## src/include/cache_consts.svh

```systemverilog
`ifndef CACHE_CONSTS_SVH
`define CACHE_CONSTS_SVH

// Cache geometry.
`define L2_SETS 8
`define L2_SET_BITS 3
`define L2_WAYS 4
`define L2_WAY_BITS 2

// Request table sizing.
`define REQS 4
`define REQS_BITS 2
`define REQS_BITS_P1 3
`define REQS_CNT_BITS 8

`endif
```

## src/rtl/l2_ctrl_pkg.sv

```systemverilog
package l2_ctrl_pkg;

    typedef enum logic {
        OP_READ,
        OP_ATOMIC
    } cpu_op_t;

    typedef enum logic [2:0] {
        IDLE,
        CPU_ACK,
        FWD_WAIT,
        FWD_ACK,
        FLUSH_DRAIN,
        FLUSH_EVICT,
        FLUSH_ACK
    } l2_state_t;

endpackage

```

## src/rtl/l2_types_pkg.sv

```systemverilog
`include "cache_consts.svh"

package l2_types_pkg;

    typedef logic [`L2_SET_BITS-1:0] l2_set_t;
    typedef logic [`L2_WAY_BITS-1:0] l2_way_t;
    typedef logic [`REQS_BITS-1:0] reqs_idx_t;     // Entry of the request table.
    typedef logic [`REQS_CNT_BITS-1:0] reqs_cnt_t;  // Requests accepted since the last flush.

endpackage

```

## src/rtl/l2_reqs_if.sv

```systemverilog
interface l2_reqs_if
    import l2_types_pkg::*;
();

    logic      alloc;      // One cycle per accepted CPU request.
    l2_set_t   alloc_set;
    l2_set_t   lookup_set;
    reqs_idx_t alloc_idx;  // Lowest free entry.
    logic      hit;
    reqs_idx_t hit_idx;
    logic      full;
    logic      empty;

    modport ctrl (
        output alloc,
        output alloc_set,
        output lookup_set,
        input  alloc_idx,
        input  hit,
        input  hit_idx,
        input  full,
        input  empty
    );

    modport tbl (
        input  alloc,
        input  alloc_set,
        input  lookup_set,
        output alloc_idx,
        output hit,
        output hit_idx,
        output full,
        output empty
    );

endinterface

```

## src/rtl/l2_top.sv

```systemverilog
module l2_top
    import l2_types_pkg::*;
    import l2_ctrl_pkg::*;
(
    input  logic      clk,
    input  logic      rst,
    input  logic      cpu_req_i,
    input  l2_set_t   cpu_set_i,
    input  cpu_op_t   cpu_op_i,
    output logic      cpu_ack_o,
    output reqs_idx_t cpu_idx_o,
    input  logic      fill_req_i,
    input  reqs_idx_t fill_idx_i,
    output logic      fill_ack_o,
    input  logic      fwd_req_i,
    input  l2_set_t   fwd_set_i,
    output logic      fwd_ack_o,
    input  logic      flush_req_i,
    output logic      flush_ack_o,
    output logic      evict_req_o,
    output l2_set_t   evict_set_o,
    output l2_way_t   evict_way_o,
    input  logic      evict_ack_i,
    output reqs_cnt_t reqs_cnt_o
);

    l2_reqs_if reqs_bus ();

    logic      put, set_ongoing_flush, clr_ongoing_flush, set_set_conflict, clr_set_conflict;
    logic      set_fwd_stall, clr_fwd_stall, set_ongoing_atomic, clr_ongoing_atomic;
    logic      set_evict_stall, clr_evict_stall, set_flush_stall_ended, clr_flush_stall_ended;
    logic      incr_flush_set, clr_flush_set, incr_flush_way, clr_flush_way;
    logic      incr_reqs_cnt, clr_reqs_cnt, set_fwd_stall_i, clr_fwd_stall_ended;
    logic      ongoing_flush, set_conflict, fwd_stall, ongoing_atomic;
    logic      evict_stall, flush_stall_ended, fwd_stall_ended;
    reqs_idx_t put_idx;
    reqs_idx_t fwd_stall_i_wr_data;
    l2_set_t   flush_set;
    l2_way_t   flush_way;

    l2_ctrl u_ctrl (
        .clk, .rst,
        .cpu_req_i, .cpu_set_i, .cpu_op_i, .cpu_ack_o, .cpu_idx_o,
        .fwd_req_i, .fwd_set_i, .fwd_ack_o, .flush_req_i, .flush_ack_o,
        .evict_req_o, .evict_set_o, .evict_way_o, .evict_ack_i,
        .reqs(reqs_bus.ctrl), .put_i(put), .put_idx_i(put_idx),
        .set_ongoing_flush_o(set_ongoing_flush), .clr_ongoing_flush_o(clr_ongoing_flush),
        .set_set_conflict_o(set_set_conflict), .clr_set_conflict_o(clr_set_conflict),
        .set_fwd_stall_o(set_fwd_stall), .clr_fwd_stall_o(clr_fwd_stall),
        .set_ongoing_atomic_o(set_ongoing_atomic), .clr_ongoing_atomic_o(clr_ongoing_atomic),
        .set_evict_stall_o(set_evict_stall), .clr_evict_stall_o(clr_evict_stall),
        .set_flush_stall_ended_o(set_flush_stall_ended),
        .clr_flush_stall_ended_o(clr_flush_stall_ended),
        .incr_flush_set_o(incr_flush_set), .clr_flush_set_o(clr_flush_set),
        .incr_flush_way_o(incr_flush_way), .clr_flush_way_o(clr_flush_way),
        .incr_reqs_cnt_o(incr_reqs_cnt), .clr_reqs_cnt_o(clr_reqs_cnt),
        .set_fwd_stall_i_o(set_fwd_stall_i), .fwd_stall_i_wr_data_o(fwd_stall_i_wr_data),
        .clr_fwd_stall_ended_o(clr_fwd_stall_ended),
        .ongoing_flush_i(ongoing_flush), .set_conflict_i(set_conflict),
        .fwd_stall_i(fwd_stall), .ongoing_atomic_i(ongoing_atomic),
        .evict_stall_i(evict_stall), .flush_stall_ended_i(flush_stall_ended),
        .fwd_stall_ended_i(fwd_stall_ended), .flush_set_i(flush_set), .flush_way_i(flush_way)
    );

    l2_regs u_regs (
        .clk, .rst,
        .set_ongoing_flush_i(set_ongoing_flush), .clr_ongoing_flush_i(clr_ongoing_flush),
        .set_set_conflict_i(set_set_conflict), .clr_set_conflict_i(clr_set_conflict),
        .set_fwd_stall_i(set_fwd_stall), .clr_fwd_stall_i(clr_fwd_stall),
        .set_ongoing_atomic_i(set_ongoing_atomic), .clr_ongoing_atomic_i(clr_ongoing_atomic),
        .set_evict_stall_i(set_evict_stall), .clr_evict_stall_i(clr_evict_stall),
        .set_flush_stall_ended_i(set_flush_stall_ended),
        .clr_flush_stall_ended_i(clr_flush_stall_ended),
        .incr_flush_set_i(incr_flush_set), .clr_flush_set_i(clr_flush_set),
        .incr_flush_way_i(incr_flush_way), .clr_flush_way_i(clr_flush_way),
        .incr_reqs_cnt_i(incr_reqs_cnt), .clr_reqs_cnt_i(clr_reqs_cnt),
        .set_fwd_stall_i_i(set_fwd_stall_i), .fwd_stall_i_wr_data_i(fwd_stall_i_wr_data),
        .clr_fwd_stall_ended_i(clr_fwd_stall_ended), .put_i(put), .put_idx_i(put_idx),
        .ongoing_flush_o(ongoing_flush), .set_conflict_o(set_conflict),
        .fwd_stall_o(fwd_stall), .ongoing_atomic_o(ongoing_atomic),
        .evict_stall_o(evict_stall), .flush_stall_ended_o(flush_stall_ended),
        .fwd_stall_ended_o(fwd_stall_ended), .flush_set_o(flush_set),
        .flush_way_o(flush_way), .reqs_cnt_o
    );

    l2_reqs u_reqs (
        .clk, .rst,
        .reqs(reqs_bus.tbl),
        .fill_req_i, .fill_idx_i, .fill_ack_o,
        .put_o(put), .put_idx_o(put_idx)
    );

endmodule

```

## src/rtl/l2_ctrl.sv

```systemverilog
`include "cache_consts.svh"

module l2_ctrl
    import l2_types_pkg::*;
    import l2_ctrl_pkg::*;
(
    input  logic      clk,
    input  logic      rst,

    input  logic      cpu_req_i,
    input  l2_set_t   cpu_set_i,
    input  cpu_op_t   cpu_op_i,
    output logic      cpu_ack_o,
    output reqs_idx_t cpu_idx_o,
    input  logic      fwd_req_i,
    input  l2_set_t   fwd_set_i,
    output logic      fwd_ack_o,
    input  logic      flush_req_i,
    output logic      flush_ack_o,
    output logic      evict_req_o,
    output l2_set_t   evict_set_o,
    output l2_way_t   evict_way_o,
    input  logic      evict_ack_i,

    l2_reqs_if.ctrl   reqs,
    input  logic      put_i,
    input  reqs_idx_t put_idx_i,

    output logic      set_ongoing_flush_o,
    output logic      clr_ongoing_flush_o,
    output logic      set_set_conflict_o,
    output logic      clr_set_conflict_o,
    output logic      set_fwd_stall_o,
    output logic      clr_fwd_stall_o,
    output logic      set_ongoing_atomic_o,
    output logic      clr_ongoing_atomic_o,
    output logic      set_evict_stall_o,
    output logic      clr_evict_stall_o,
    output logic      set_flush_stall_ended_o,
    output logic      clr_flush_stall_ended_o,
    output logic      incr_flush_set_o,
    output logic      clr_flush_set_o,
    output logic      incr_flush_way_o,
    output logic      clr_flush_way_o,
    output logic      incr_reqs_cnt_o,
    output logic      clr_reqs_cnt_o,
    output logic      set_fwd_stall_i_o,
    output reqs_idx_t fwd_stall_i_wr_data_o,
    output logic      clr_fwd_stall_ended_o,

    input  logic      ongoing_flush_i,
    input  logic      set_conflict_i,
    input  logic      fwd_stall_i,
    input  logic      ongoing_atomic_i,
    input  logic      evict_stall_i,
    input  logic      flush_stall_ended_i,
    input  logic      fwd_stall_ended_i,
    input  l2_set_t   flush_set_i,
    input  l2_way_t   flush_way_i
);

    l2_state_t state;
    l2_state_t state_next;
    reqs_idx_t cpu_idx_q;
    reqs_idx_t atomic_idx_q;
    logic      idle_open;
    logic      cpu_accept;
    logic      fwd_start;
    logic      flush_start;
    logic      last_way;
    logic      last_line;

    assign idle_open   = state == IDLE && !ongoing_flush_i;
    assign cpu_accept  = idle_open && cpu_req_i
                         && !(reqs.full || ongoing_atomic_i || reqs.hit);
    assign fwd_start   = idle_open && !cpu_req_i && fwd_req_i;
    assign flush_start = state == IDLE && !cpu_req_i && !fwd_req_i && flush_req_i;

    // The CPU set is looked up whenever a CPU request is present.
    assign reqs.lookup_set = cpu_req_i ? cpu_set_i : fwd_set_i;
    assign reqs.alloc_set  = cpu_set_i;
    assign reqs.alloc      = cpu_accept;

    assign set_set_conflict_o    = idle_open && cpu_req_i && reqs.hit;
    assign clr_set_conflict_o    = set_conflict_i && cpu_accept;
    assign incr_reqs_cnt_o       = cpu_accept;
    assign set_ongoing_atomic_o  = cpu_accept && cpu_op_i == OP_ATOMIC;
    // Only a put after the atomic was recorded may end it.
    assign clr_ongoing_atomic_o  = ongoing_atomic_i && put_i && put_idx_i == atomic_idx_q;
    assign fwd_stall_i_wr_data_o = reqs.hit_idx;

    assign last_way  = flush_way_i == l2_way_t'(`L2_WAYS - 1);
    assign last_line = last_way && flush_set_i == l2_set_t'(`L2_SETS - 1);

    assign cpu_ack_o   = state == CPU_ACK;
    assign cpu_idx_o   = cpu_idx_q;
    assign fwd_ack_o   = state == FWD_ACK;
    assign flush_ack_o = state == FLUSH_ACK;
    assign evict_req_o = state == FLUSH_EVICT && evict_stall_i;
    assign evict_set_o = flush_set_i;
    assign evict_way_o = flush_way_i;

    always_comb begin
        state_next              = state;
        set_ongoing_flush_o     = 1'b0;
        clr_ongoing_flush_o     = 1'b0;
        set_fwd_stall_o         = 1'b0;
        clr_fwd_stall_o         = 1'b0;
        set_fwd_stall_i_o       = 1'b0;
        clr_fwd_stall_ended_o   = 1'b0;
        set_evict_stall_o       = 1'b0;
        clr_evict_stall_o       = 1'b0;
        set_flush_stall_ended_o = 1'b0;
        clr_flush_stall_ended_o = 1'b0;
        incr_flush_set_o        = 1'b0;
        clr_flush_set_o         = 1'b0;
        incr_flush_way_o        = 1'b0;
        clr_flush_way_o         = 1'b0;
        clr_reqs_cnt_o          = 1'b0;
        unique case (state)
            IDLE: begin
                if (cpu_accept) begin
                    state_next = CPU_ACK;
                end else if (fwd_start && reqs.hit) begin
                    set_fwd_stall_o   = 1'b1;
                    set_fwd_stall_i_o = 1'b1;
                    state_next        = FWD_WAIT;
                end else if (fwd_start) begin
                    state_next = FWD_ACK;
                end else if (flush_start) begin
                    set_ongoing_flush_o = 1'b1;
                    clr_flush_set_o     = 1'b1;
                    clr_flush_way_o     = 1'b1;
                    state_next          = FLUSH_DRAIN;
                end
            end
            CPU_ACK: begin
                if (!cpu_req_i) state_next = IDLE;
            end
            FWD_WAIT: begin
                if (fwd_stall_i && fwd_stall_ended_i) begin
                    clr_fwd_stall_o       = 1'b1;
                    clr_fwd_stall_ended_o = 1'b1;
                    state_next            = FWD_ACK;
                end
            end
            FWD_ACK: begin
                if (!fwd_req_i) state_next = IDLE;
            end
            FLUSH_DRAIN: begin
                if (flush_stall_ended_i) begin
                    clr_flush_stall_ended_o = 1'b1;
                    set_evict_stall_o       = 1'b1;  // Raises the first eviction.
                    state_next              = FLUSH_EVICT;
                end else if (reqs.empty) begin
                    set_flush_stall_ended_o = 1'b1;
                end
            end
            FLUSH_EVICT: begin
                if (evict_stall_i) begin
                    if (evict_ack_i) clr_evict_stall_o = 1'b1;
                end else if (!evict_ack_i) begin
                    incr_flush_way_o = 1'b1;
                    incr_flush_set_o = last_way;
                    if (last_line) state_next = FLUSH_ACK;
                    else set_evict_stall_o = 1'b1;
                end
            end
            FLUSH_ACK: begin
                if (!flush_req_i) begin
                    clr_ongoing_flush_o = 1'b1;
                    clr_reqs_cnt_o      = 1'b1;
                    state_next          = IDLE;
                end
            end
            default: state_next = IDLE;
        endcase
    end

    always_ff @(posedge clk or negedge rst) begin
        if (!rst) begin
            state <= IDLE;
        end else begin
            state <= state_next;
        end
    end

    always_ff @(posedge clk) begin
        if (cpu_accept) cpu_idx_q <= reqs.alloc_idx;
        if (set_ongoing_atomic_o) atomic_idx_q <= reqs.alloc_idx;
    end

endmodule

```

## src/rtl/l2_reqs.sv

```systemverilog
`include "cache_consts.svh"

module l2_reqs
    import l2_types_pkg::*;
(
    input  logic      clk,
    input  logic      rst,
    l2_reqs_if.tbl    reqs,
    input  logic      fill_req_i,
    input  reqs_idx_t fill_idx_i,
    output logic      fill_ack_o,
    output logic      put_o,
    output reqs_idx_t put_idx_o
);

    logic [`REQS-1:0] valid;
    l2_set_t          set_q [`REQS];
    logic             fill_take;

    assign fill_take  = fill_req_i && !fill_ack_o;  // First cycle of a fill request.
    assign reqs.full  = &valid;
    assign reqs.empty = ~|valid;

    // Scan downwards so the lowest free entry wins.
    always_comb begin
        reqs.alloc_idx = '0;
        for (int i = `REQS - 1; i >= 0; i--) begin
            if (!valid[i]) reqs.alloc_idx = reqs_idx_t'(i);
        end
    end

    // A set is pending in at most one entry, since conflicting requests stall.
    always_comb begin
        reqs.hit     = 1'b0;
        reqs.hit_idx = '0;
        for (int i = 0; i < `REQS; i++) begin
            if (valid[i] && set_q[i] == reqs.lookup_set) begin
                reqs.hit     = 1'b1;
                reqs.hit_idx = reqs_idx_t'(i);
            end
        end
    end

    always_ff @(posedge clk or negedge rst) begin
        if (!rst) begin
            valid      <= '0;
            fill_ack_o <= 1'b0;
            put_o      <= 1'b0;
        end else begin
            if (reqs.alloc) valid[reqs.alloc_idx] <= 1'b1;
            if (fill_take && valid[fill_idx_i]) valid[fill_idx_i] <= 1'b0;
            put_o      <= fill_take && valid[fill_idx_i];  // A free entry gives no put.
            fill_ack_o <= fill_req_i;
        end
    end

    always_ff @(posedge clk) begin
        if (reqs.alloc) set_q[reqs.alloc_idx] <= reqs.alloc_set;
        if (fill_take) put_idx_o <= fill_idx_i;
    end

endmodule

```

## src/rtl/l2_regs.sv

```systemverilog
module l2_regs
    import l2_types_pkg::*;
(
    input  logic      clk,
    input  logic      rst,

    input  logic      set_ongoing_flush_i,
    input  logic      clr_ongoing_flush_i,
    input  logic      set_set_conflict_i,
    input  logic      clr_set_conflict_i,
    input  logic      set_fwd_stall_i,
    input  logic      clr_fwd_stall_i,
    input  logic      set_ongoing_atomic_i,
    input  logic      clr_ongoing_atomic_i,
    input  logic      set_evict_stall_i,
    input  logic      clr_evict_stall_i,
    input  logic      set_flush_stall_ended_i,
    input  logic      clr_flush_stall_ended_i,

    input  logic      incr_flush_set_i,
    input  logic      clr_flush_set_i,
    input  logic      incr_flush_way_i,
    input  logic      clr_flush_way_i,
    input  logic      incr_reqs_cnt_i,
    input  logic      clr_reqs_cnt_i,

    input  logic      set_fwd_stall_i_i,
    input  reqs_idx_t fwd_stall_i_wr_data_i,
    input  logic      clr_fwd_stall_ended_i,
    input  logic      put_i,
    input  reqs_idx_t put_idx_i,

    output logic      ongoing_flush_o,
    output logic      set_conflict_o,
    output logic      fwd_stall_o,
    output logic      ongoing_atomic_o,
    output logic      evict_stall_o,
    output logic      flush_stall_ended_o,
    output logic      fwd_stall_ended_o,
    output l2_set_t   flush_set_o,
    output l2_way_t   flush_way_o,
    output reqs_cnt_t reqs_cnt_o
);

    reqs_idx_t fwd_stall_i;  // Entry a stalled forward waits on.

    // Each flag clears with priority over set.
    always_ff @(posedge clk or negedge rst) begin
        if (!rst) begin
            ongoing_flush_o     <= 1'b0;
            set_conflict_o      <= 1'b0;
            fwd_stall_o         <= 1'b0;
            ongoing_atomic_o    <= 1'b0;
            evict_stall_o       <= 1'b0;
            flush_stall_ended_o <= 1'b0;
        end else begin
            if (clr_ongoing_flush_i) ongoing_flush_o <= 1'b0;
            else if (set_ongoing_flush_i) ongoing_flush_o <= 1'b1;

            if (clr_set_conflict_i) set_conflict_o <= 1'b0;
            else if (set_set_conflict_i) set_conflict_o <= 1'b1;

            if (clr_fwd_stall_i) fwd_stall_o <= 1'b0;
            else if (set_fwd_stall_i) fwd_stall_o <= 1'b1;

            if (clr_ongoing_atomic_i) ongoing_atomic_o <= 1'b0;
            else if (set_ongoing_atomic_i) ongoing_atomic_o <= 1'b1;

            if (clr_evict_stall_i) evict_stall_o <= 1'b0;
            else if (set_evict_stall_i) evict_stall_o <= 1'b1;

            if (clr_flush_stall_ended_i) flush_stall_ended_o <= 1'b0;
            else if (set_flush_stall_ended_i) flush_stall_ended_o <= 1'b1;
        end
    end

    always_ff @(posedge clk or negedge rst) begin
        if (!rst) begin
            flush_set_o <= '0;
            flush_way_o <= '0;
            reqs_cnt_o  <= '0;
        end else begin
            if (clr_flush_set_i) flush_set_o <= '0;
            else if (incr_flush_set_i) flush_set_o <= flush_set_o + 1'b1;

            if (clr_flush_way_i) flush_way_o <= '0;
            else if (incr_flush_way_i) flush_way_o <= flush_way_o + 1'b1;  // Wraps at the last way.

            if (clr_reqs_cnt_i) reqs_cnt_o <= '0;
            else if (incr_reqs_cnt_i) reqs_cnt_o <= reqs_cnt_o + 1'b1;
        end
    end

    always_ff @(posedge clk or negedge rst) begin
        if (!rst) begin
            fwd_stall_i       <= '0;
            fwd_stall_ended_o <= 1'b0;
        end else begin
            if (set_fwd_stall_i_i) fwd_stall_i <= fwd_stall_i_wr_data_i;

            if (clr_fwd_stall_ended_i) begin
                fwd_stall_ended_o <= 1'b0;
            end else if (put_i && fwd_stall_o && put_idx_i == fwd_stall_i) begin
                fwd_stall_ended_o <= 1'b1;  // The entry blocking the forward was released.
            end
        end
    end

endmodule

```

## config.mk

```make
export PLATFORM = sky130hd
export DESIGN_NAME = l2_top
export DESIGN_NICKNAME = d
export VERILOG_FILES = /design/src/rtl/l2_ctrl_pkg.sv /design/src/rtl/l2_types_pkg.sv /design/src/rtl/l2_reqs_if.sv /design/src/rtl/l2_top.sv /design/src/rtl/l2_ctrl.sv /design/src/rtl/l2_reqs.sv /design/src/rtl/l2_regs.sv
export VERILOG_INCLUDE_DIRS = /design/src /design/src/include
export SDC_FILE = /design/constraint.sdc
export NUM_CORES = 1
export LEC_CHECK = 0
export ABC_AREA = 1
export ABC_CLOCK_PERIOD_IN_PS = 2550
export BUFFER_PORTS_ARGS = -buffer_cell sky130_fd_sc_hd__clkbuf_2
export CORE_ASPECT_RATIO = 0.5
export CORE_MARGIN = 4
export CORE_UTILIZATION = 35
export CTS_CLUSTER_DIAMETER = 150
export CTS_CLUSTER_SIZE = 20
export DETAILED_ROUTE_END_ITERATION = 16
export PLACE_DENSITY = 0.56
export REMOVE_ABC_BUFFERS = 1
export SLEW_MARGIN = 20
export SYNTH_ARGS = -nofsm -noshare
export SYNTH_HDL_FRONTEND = slang
export SYNTH_SLANG_ARGS = --single-unit
```

## constraint.sdc

```tcl
create_clock -name clk -period 2.55 [get_ports clk]
set_input_delay 0.1275 -clock clk [delete_from_list [all_inputs] [get_ports clk]]
set_output_delay 0.1275 -clock clk [all_outputs]
set_load 0.005 [all_outputs]
```

# Yosys cells after proc, flatten, opt, wreduce, memory -nomap -nowiden
# Memories as Yosys holds them, arrays and structs flattened.
# Index checks and enable logic that the tools add are counted.
op_classes:
  n_eq_ne: 23
  bitwise: 3
  muxes: 83
  addsub: 3
  n_lt_le_gt_ge: 4
  reduce_logical: 45
op_table:
  columns: ["operator", "count"]
  rows:
  - ["1-bit 2-to-1 mux", 51]
  - ["3-bit 2-to-1 mux", 15]
  - ["1-bit logical AND", 25]
  - ["3-bit case mux with 7 select lines", 1]
  - ["2-bit nonzero test", 9]
  - ["2-bit 2-to-1 mux", 8]
  - ["8-bit 2-to-1 mux", 2]
  - ["3-bit == test", 4]
  - ["3-bit == test, second input constant", 4]
  - ["2-bit != test, second input constant", 5]
  - ["9-bit AND reduction", 1]
  - ["8-bit by 1-bit adder with 8-bit output, second input constant", 1]
  - ["4-bit 2-to-1 mux", 2]
  - ["3-bit by 2-bit == test with 1-bit output, second input constant", 2]
  - ["2-bit by 3-bit less-than comparator with 1-bit output, second input constant", 2]
  - ["2-bit by 1-bit != test with 1-bit output, second input constant", 3]
  - ["1-bit logical NOT", 5]
  - ["5-bit by 2-bit != test with 1-bit output, second input constant", 1]
  - ["4-bit AND", 1]
  - ["1-bit demux with 2-bit select", 2]
  - ["2-bit == test", 2]
  - ["2-bit by 1-bit >= comparator with 1-bit output, second input constant", 2]
  - ["4-bit inverter", 1]
  - ["4-bit OR", 1]
  - ["other kinds (10)", 11]
word_totals:
  output_inout_bits: 20
  register_bits: 36
  memories: 1
  word_cells: 179
  input_bits: 16
  ramBits: 12
memory_table:
  columns: ["memory", "depth", "word_bits", "read_ports", "rd_clocked_by_memory_dff", "wr", "line_no", "source"]
  rows:
  - ["u_reqs.set_q", 4, 3, 4, 0, 1, "l2_reqs.sv:17", "l2_set_t set_q [`REQS];"]

# Depth between registers and ports, before layout
logic_depth:
  depth_word: 14
  ltp_mapped: 15

# Cells and area by module
# A second synthesis with hierarchy kept.
hier_totals:
  cells_unflattened: 379
  hier_area_um2: 2931.6
modules_own_cells:
  columns: ["module", "cells_per_inst", "seq_area_each_um2", "instances", "area_each_um2"]
  rows:
  - ["l2_reqs", 133, 570.5, 1, 1062.3]
  - ["l2_regs", 114, 550.5, 1, 1006.0]
  - ["l2_ctrl", 132, 195.2, 1, 863.3]

# Least setup slack after synthesis
# OpenSTA, ideal clock, no wires.
synth_timing:
  kind: "flip-flop to flip-flop"
  startpoint: "register u_ctrl.state[0]"
  endpoint: "memory u_reqs.set_q[0][0] (netlist name), enable pin"
  setup_time_ps: 345
  required_ps: 2205
  synth_period_minus_slack_ps: 1648
  t_arrival_ps: 1303
  path_stages_with_launch: 8
  setup_slack_ps: 902
  cell_sequence: "dfrtp_1 > inv_1 > nand3_1 > nor2_1 > nand2_1 > inv_1 > nand2_4 > nor3_1"
synth_between:
  elab_chain_len: 6
synth_rtl:
  columns: ["element", "line_no", "source"]
  rows:
  - ["start: declaration", "l2_ctrl.sv:62", "l2_state_t state;"]
  - ["start signal: assignment", "l2_ctrl.sv:184", "state <= state_next;"]
  - ["3-bit logical NOT", "l2_ctrl.sv:73", "assign idle_open = state == IDLE && !ongoing_flush_i;"]
  - ["1-bit logical AND", "l2_ctrl.sv:73", null]
  - ["1-bit logical AND", "l2_ctrl.sv:74", "assign cpu_accept = idle_open && cpu_req_i"]
  - ["1-bit logical AND", "l2_ctrl.sv:75", "&& !(reqs.full || ongoing_atomic_i || reqs.hit);"]
  - ["1-bit 2-to-1 mux", "l2_reqs.sv:58", "if (reqs.alloc) set_q[reqs.alloc_idx] <= reqs.alloc_set;"]
  - ["1-bit 2-to-1 mux (implied by the code)", "l2_reqs.sv:58", null]
  - ["end: declaration", "l2_reqs.sv:17", null]
# No other way between the ends.

# Final worst setup path
layout_timing:
  startpoint: "register u_ctrl.state[0]"
  endpoint: "memory u_reqs.set_q[1][2] (netlist name), enable pin"
# The elaborated chain is that of the path after synthesis.

==> metrics.md <==
| Metric | Value |
|---|---|
| Root buffer cell | `clkbuf_16` |
| Tcrit/Tclk final | `around four fifths` |
| Critical path's slowest cell | `dfrtp_1` |
| CP Launch Point | `u_ctrl.state[0]$_DFFE_PN0P_` |
| Worst Slack Setup Final | `between 400 and 500 ps` |
| DRT Wirelength | `between 6000 and 7000 um` |
| Synth Register Bits | `48` |
| GRT busiest layer | `met2` |
| Final Setup Violations | `0` |
| Critical path depth | `9` |
| CP max stage delay | `450 ps` |
| First-pass GRT wire length | `~11000 um` |
| Lkg Pwr | `~1.6 nW` |
| Routed Antenna Nets | `0` |
| Number of global-route vias before repair | `between 2000 and 2500` |
| Met3 usage in global routing | `under 10%` |
| Asr flop ratio synth | `a little over three fifths` |
| Via count | `2198` |
| Final hold vios | `0` |
| Final min period | `2080 ps` |
| Setup bufs post-CTS | `0` |
| Largest family of logic cells by synthesized area | `simple AND/OR/NAND/NOR gates` |
| Area share of the largest cell type after synthesis | `27.9%` |
| Top post-synthesis cells by area | `dfrtp_1 (28%), edfxtp_1 (20%), nand2_1 (11%), inv_1 (6.3%), nand3_1 (5.4%)` |
| Cells after synthesis | `322` |
| Crit path buffers/inverters | `3` |
| CTS tree | `done` |
| WL/cell | `13.2 um` |
| Clk_lat worst skew | `290 ps` |
| Compound-gate portion of the synthesized area | `~6.9%` |
| Met2 Track Usage GR | `23.3%` |
| Crit-path cells | `inv_1 -> nand3_1 -> nor2_1 -> nand2_1 -> inv_1 -> nand2_4 -> inv_4 -> nand2_1 -> nor2_1` |
| Clock sinks | `48` |
| Met1 usage | `between 10% and 20%` |
| Cells after DPL | `around 450` |
| Post-synthesis cell area | `roughly 0.0027 mm2` |
| Post-synth EDFFs | `18` |
| DRC | `0` |
| Synth Area in XOR/XNOR | `3.25%` |
| PortBufs | `35` |
| Slew of the pin with the lowest slew margin | `roughly 760 ps` |
| Seq/Total Area, Yosys | `about 48%` |
| Hold Path Class | `input pin to flip-flop` |
| Crit path max-delay family | `simple AND/OR/NAND/NOR gates` |
| Final Core Density | `42.6%` |
| Die H | `roughly 70 um` |
| Status | `finished clean` |
| Critical Path RT | `between 2000 and 3000 ps` |
| Adder-Cell Fraction of Synth Area | `about 1.9%` |
| Worst R2R Setup Slack | `470 ps` |
| Count of cell types in the netlist | `33` |
| Max cap viols | `0` |
| Die width | `about 130 um` |
| Initial Util | `around 36%` |
| # IOs | `36` |
| Yosys Warn Count | `0` |
| Vias per cell | `about 4.7` |
| Worst reg2reg path endpoint | `u_reqs.set_q[1][2]$_DFFE_PP_` |
| Data arrival, critical path | `around 2000 ps` |
| Area delta synth->final | `17.2%` |
| CP Capture Point | `u_reqs.set_q[1][2]$_DFFE_PP_` |
| Syn Area/Cell | `around 8.4 um2` |
| Num CTS Buffers | `5` |
| Area leader, netlist | `dfrtp_1` |
| Fillers | `between 700 and 800` |
| Hold Path Depth | `2` |
| GR Overflow Total | `0` |
| Antenna violations before repair | `0` |
| Startpoint Class | `flip-flop` |
| Post-Synth Simple-Gate Area | `a little under a third` |
| Reg2Reg Depth | `9` |
| Final #Nets | `just under 400` |
| Largest fanout on the critical path | `12` |
| Final Cell Area | `between 0.003 and 0.004 mm2` |
| Antenna Cells | `0` |
| R2R Path Start | `u_ctrl.state[0]$_DFFE_PN0P_` |
| Largest net degree at the start of global routing | `31` |
| Final Skew | `~5 ps` |
| H-tree depth | `2` |
| CP Capture Type | `flip-flop` |
| Max Freq | `between 0.4 and 0.5 GHz` |
| Top post-synthesis cells by count | `nand2_1 (77), inv_1 (45), nor2_1 (33)` |
| Top FF cell, synth | `dfrtp_1` |
| DRT iter0 DRCs | `~170` |
| Unrepaired setup endpoints after global routing | `false` |
| Crit path kind | `flip-flop to flip-flop` |
| Multiplexer area fraction after synthesis | `0%` |
| GRT Overall Usage | `approximately 14%` |
| Power Dens Cells | `885 mW/mm2` |
| Placed cell area | `between 0.002 and 0.003 mm2` |
| Clk buf depth | `2` |
| Worst-path clk slew | `around 60 ps` |
| Slew Limit Headroom | `between 40% and 50%` |
| Count leader, synth | `nand2_1` |
| Die area | `about 0.0092 mm2` |
| Final Wtd Congestion | `around 0.9` |
| Minimum hold slack | `between 30 and 40 ps` |
| Slew Limit Fails | `0` |
| Finished Layout Cells | `around 460` |
| VDD IR max | `between 300 and 400 uV` |
| Core area | `between 0.007 and 0.008 mm2` |
| Total power draw | `roughly 2.8 mW` |
| Share of layout cells above drive strength 1 | `between 10% and 20%` |
| Drt pass-1 iters | `6` |
| Num rows | `22` |
| Post-place setup slack | `between 400 and 500 ps` |
| HPWL Detailed | `around 4700 um` |
| Setup TNS after final layout | `0 ps` |
## flip-flops by register name, summed over array words and instances (netlist names)
name,count
u_regs.fwd_stall_o,1
u_regs.reqs_cnt_o,8
u_reqs.valid,4
u_regs.flush_set_o,3
u_ctrl.state,3
u_ctrl.cpu_idx_o,2
u_ctrl.atomic_idx_q,2
u_reqs.put_idx_o,2
u_regs.ongoing_flush_o,1
u_regs.fwd_stall_ended_o,1
u_regs.flush_way_o,2
u_reqs.fill_ack_o,1
u_regs.evict_stall_o,1
u_regs.fwd_stall_i,2
u_regs.ongoing_atomic_o,1
u_reqs.set_q,12
u_reqs.put_o,1
u_regs.flush_stall_ended_o,1
## power breakdown
part,leakage [nW],switching (mW),internal [mW]
clock network,0.0789,0.280,0.456
registers,0.543,0.151,0.993
logic,0.957,0.575,0.338
total,1.58,1.01,1.79
## timing repair
item,4_1_cts,5_1_grt
resized for setup,0,0
hold endpoints to repair,31,0
hold buffers,2,0
## metal layers
metal  wire length (um)  up-vias
met4                 46        0
met5                  0        -
met3                249        5
met1               3020     1009
met2               2770       53
li1                   -     1131
## final cells by class
type | instances | area, um2 | share of cell area (%)
clock buffer | 5 | 125 | 3.96
clock inverter | 3 | 37.5 | 1.19
inverter | 47 | 191 | 6.06
multi-input combinational | 224 | 1170 | 37.2
sequential | 48 | 1290 | 40.9
tap | 96 | 120 | 3.80
timing repair buffer | 40 | 218 | 6.90
## logic make-up after synthesis
logic type,count (synthesis)
xor+xnor,10
compound gates,32
fa+ha+maj,4
flops,48
simple gates,178
buf+inv,50
## cell usage in the layout (no fill, tap or decap)
cell / count
a21boi_0: 1
a21oi_1: 10
a21oi_2: 2
a221oi_1: 1
a22oi_1: 2
buf_4: 3
bufinv_16: 1
clkbuf_16: 5
clkbuf_2: 35
clkinv_1: 2
dfrtp_1: 30
dlygate4sd3_1: 2
edfxtp_1: 18
ha_1: 4
inv_1: 45
inv_12: 1
inv_4: 1
nand2_1: 77
nand2_2: 5
nand2_4: 8
nand2_8: 1
nand3_1: 29
nand3b_1: 3
nand4_1: 2
nor2_1: 33
nor2_2: 1
nor2_4: 1
nor3_1: 16
nor4_2: 1
o2111ai_1: 1
o211ai_1: 1
o21ai_0: 11
o21ai_1: 3
or2_2: 1
xnor2_1: 1
xor2_1: 9
## how the worst min path moves through the flow
stage                startpoint                                end  slack (ps)
floorplan                   rst        u_ctrl.state[0]$_DFFE_PN0P_        -170
global placement            rst  u_regs.fwd_stall_i[0]$_DFFE_PN0P_         230
detailed placement          rst  u_regs.fwd_stall_i[0]$_DFFE_PN0P_         250
CTS                 evict_ack_i   u_regs.evict_stall_o$_DFFE_PN0P_          40
global route        evict_ack_i   u_regs.evict_stall_o$_DFFE_PN0P_          60
finish              evict_ack_i   u_regs.evict_stall_o$_DFFE_PN0P_          40
Note: power is estimated with default switching activity, not from simulation.
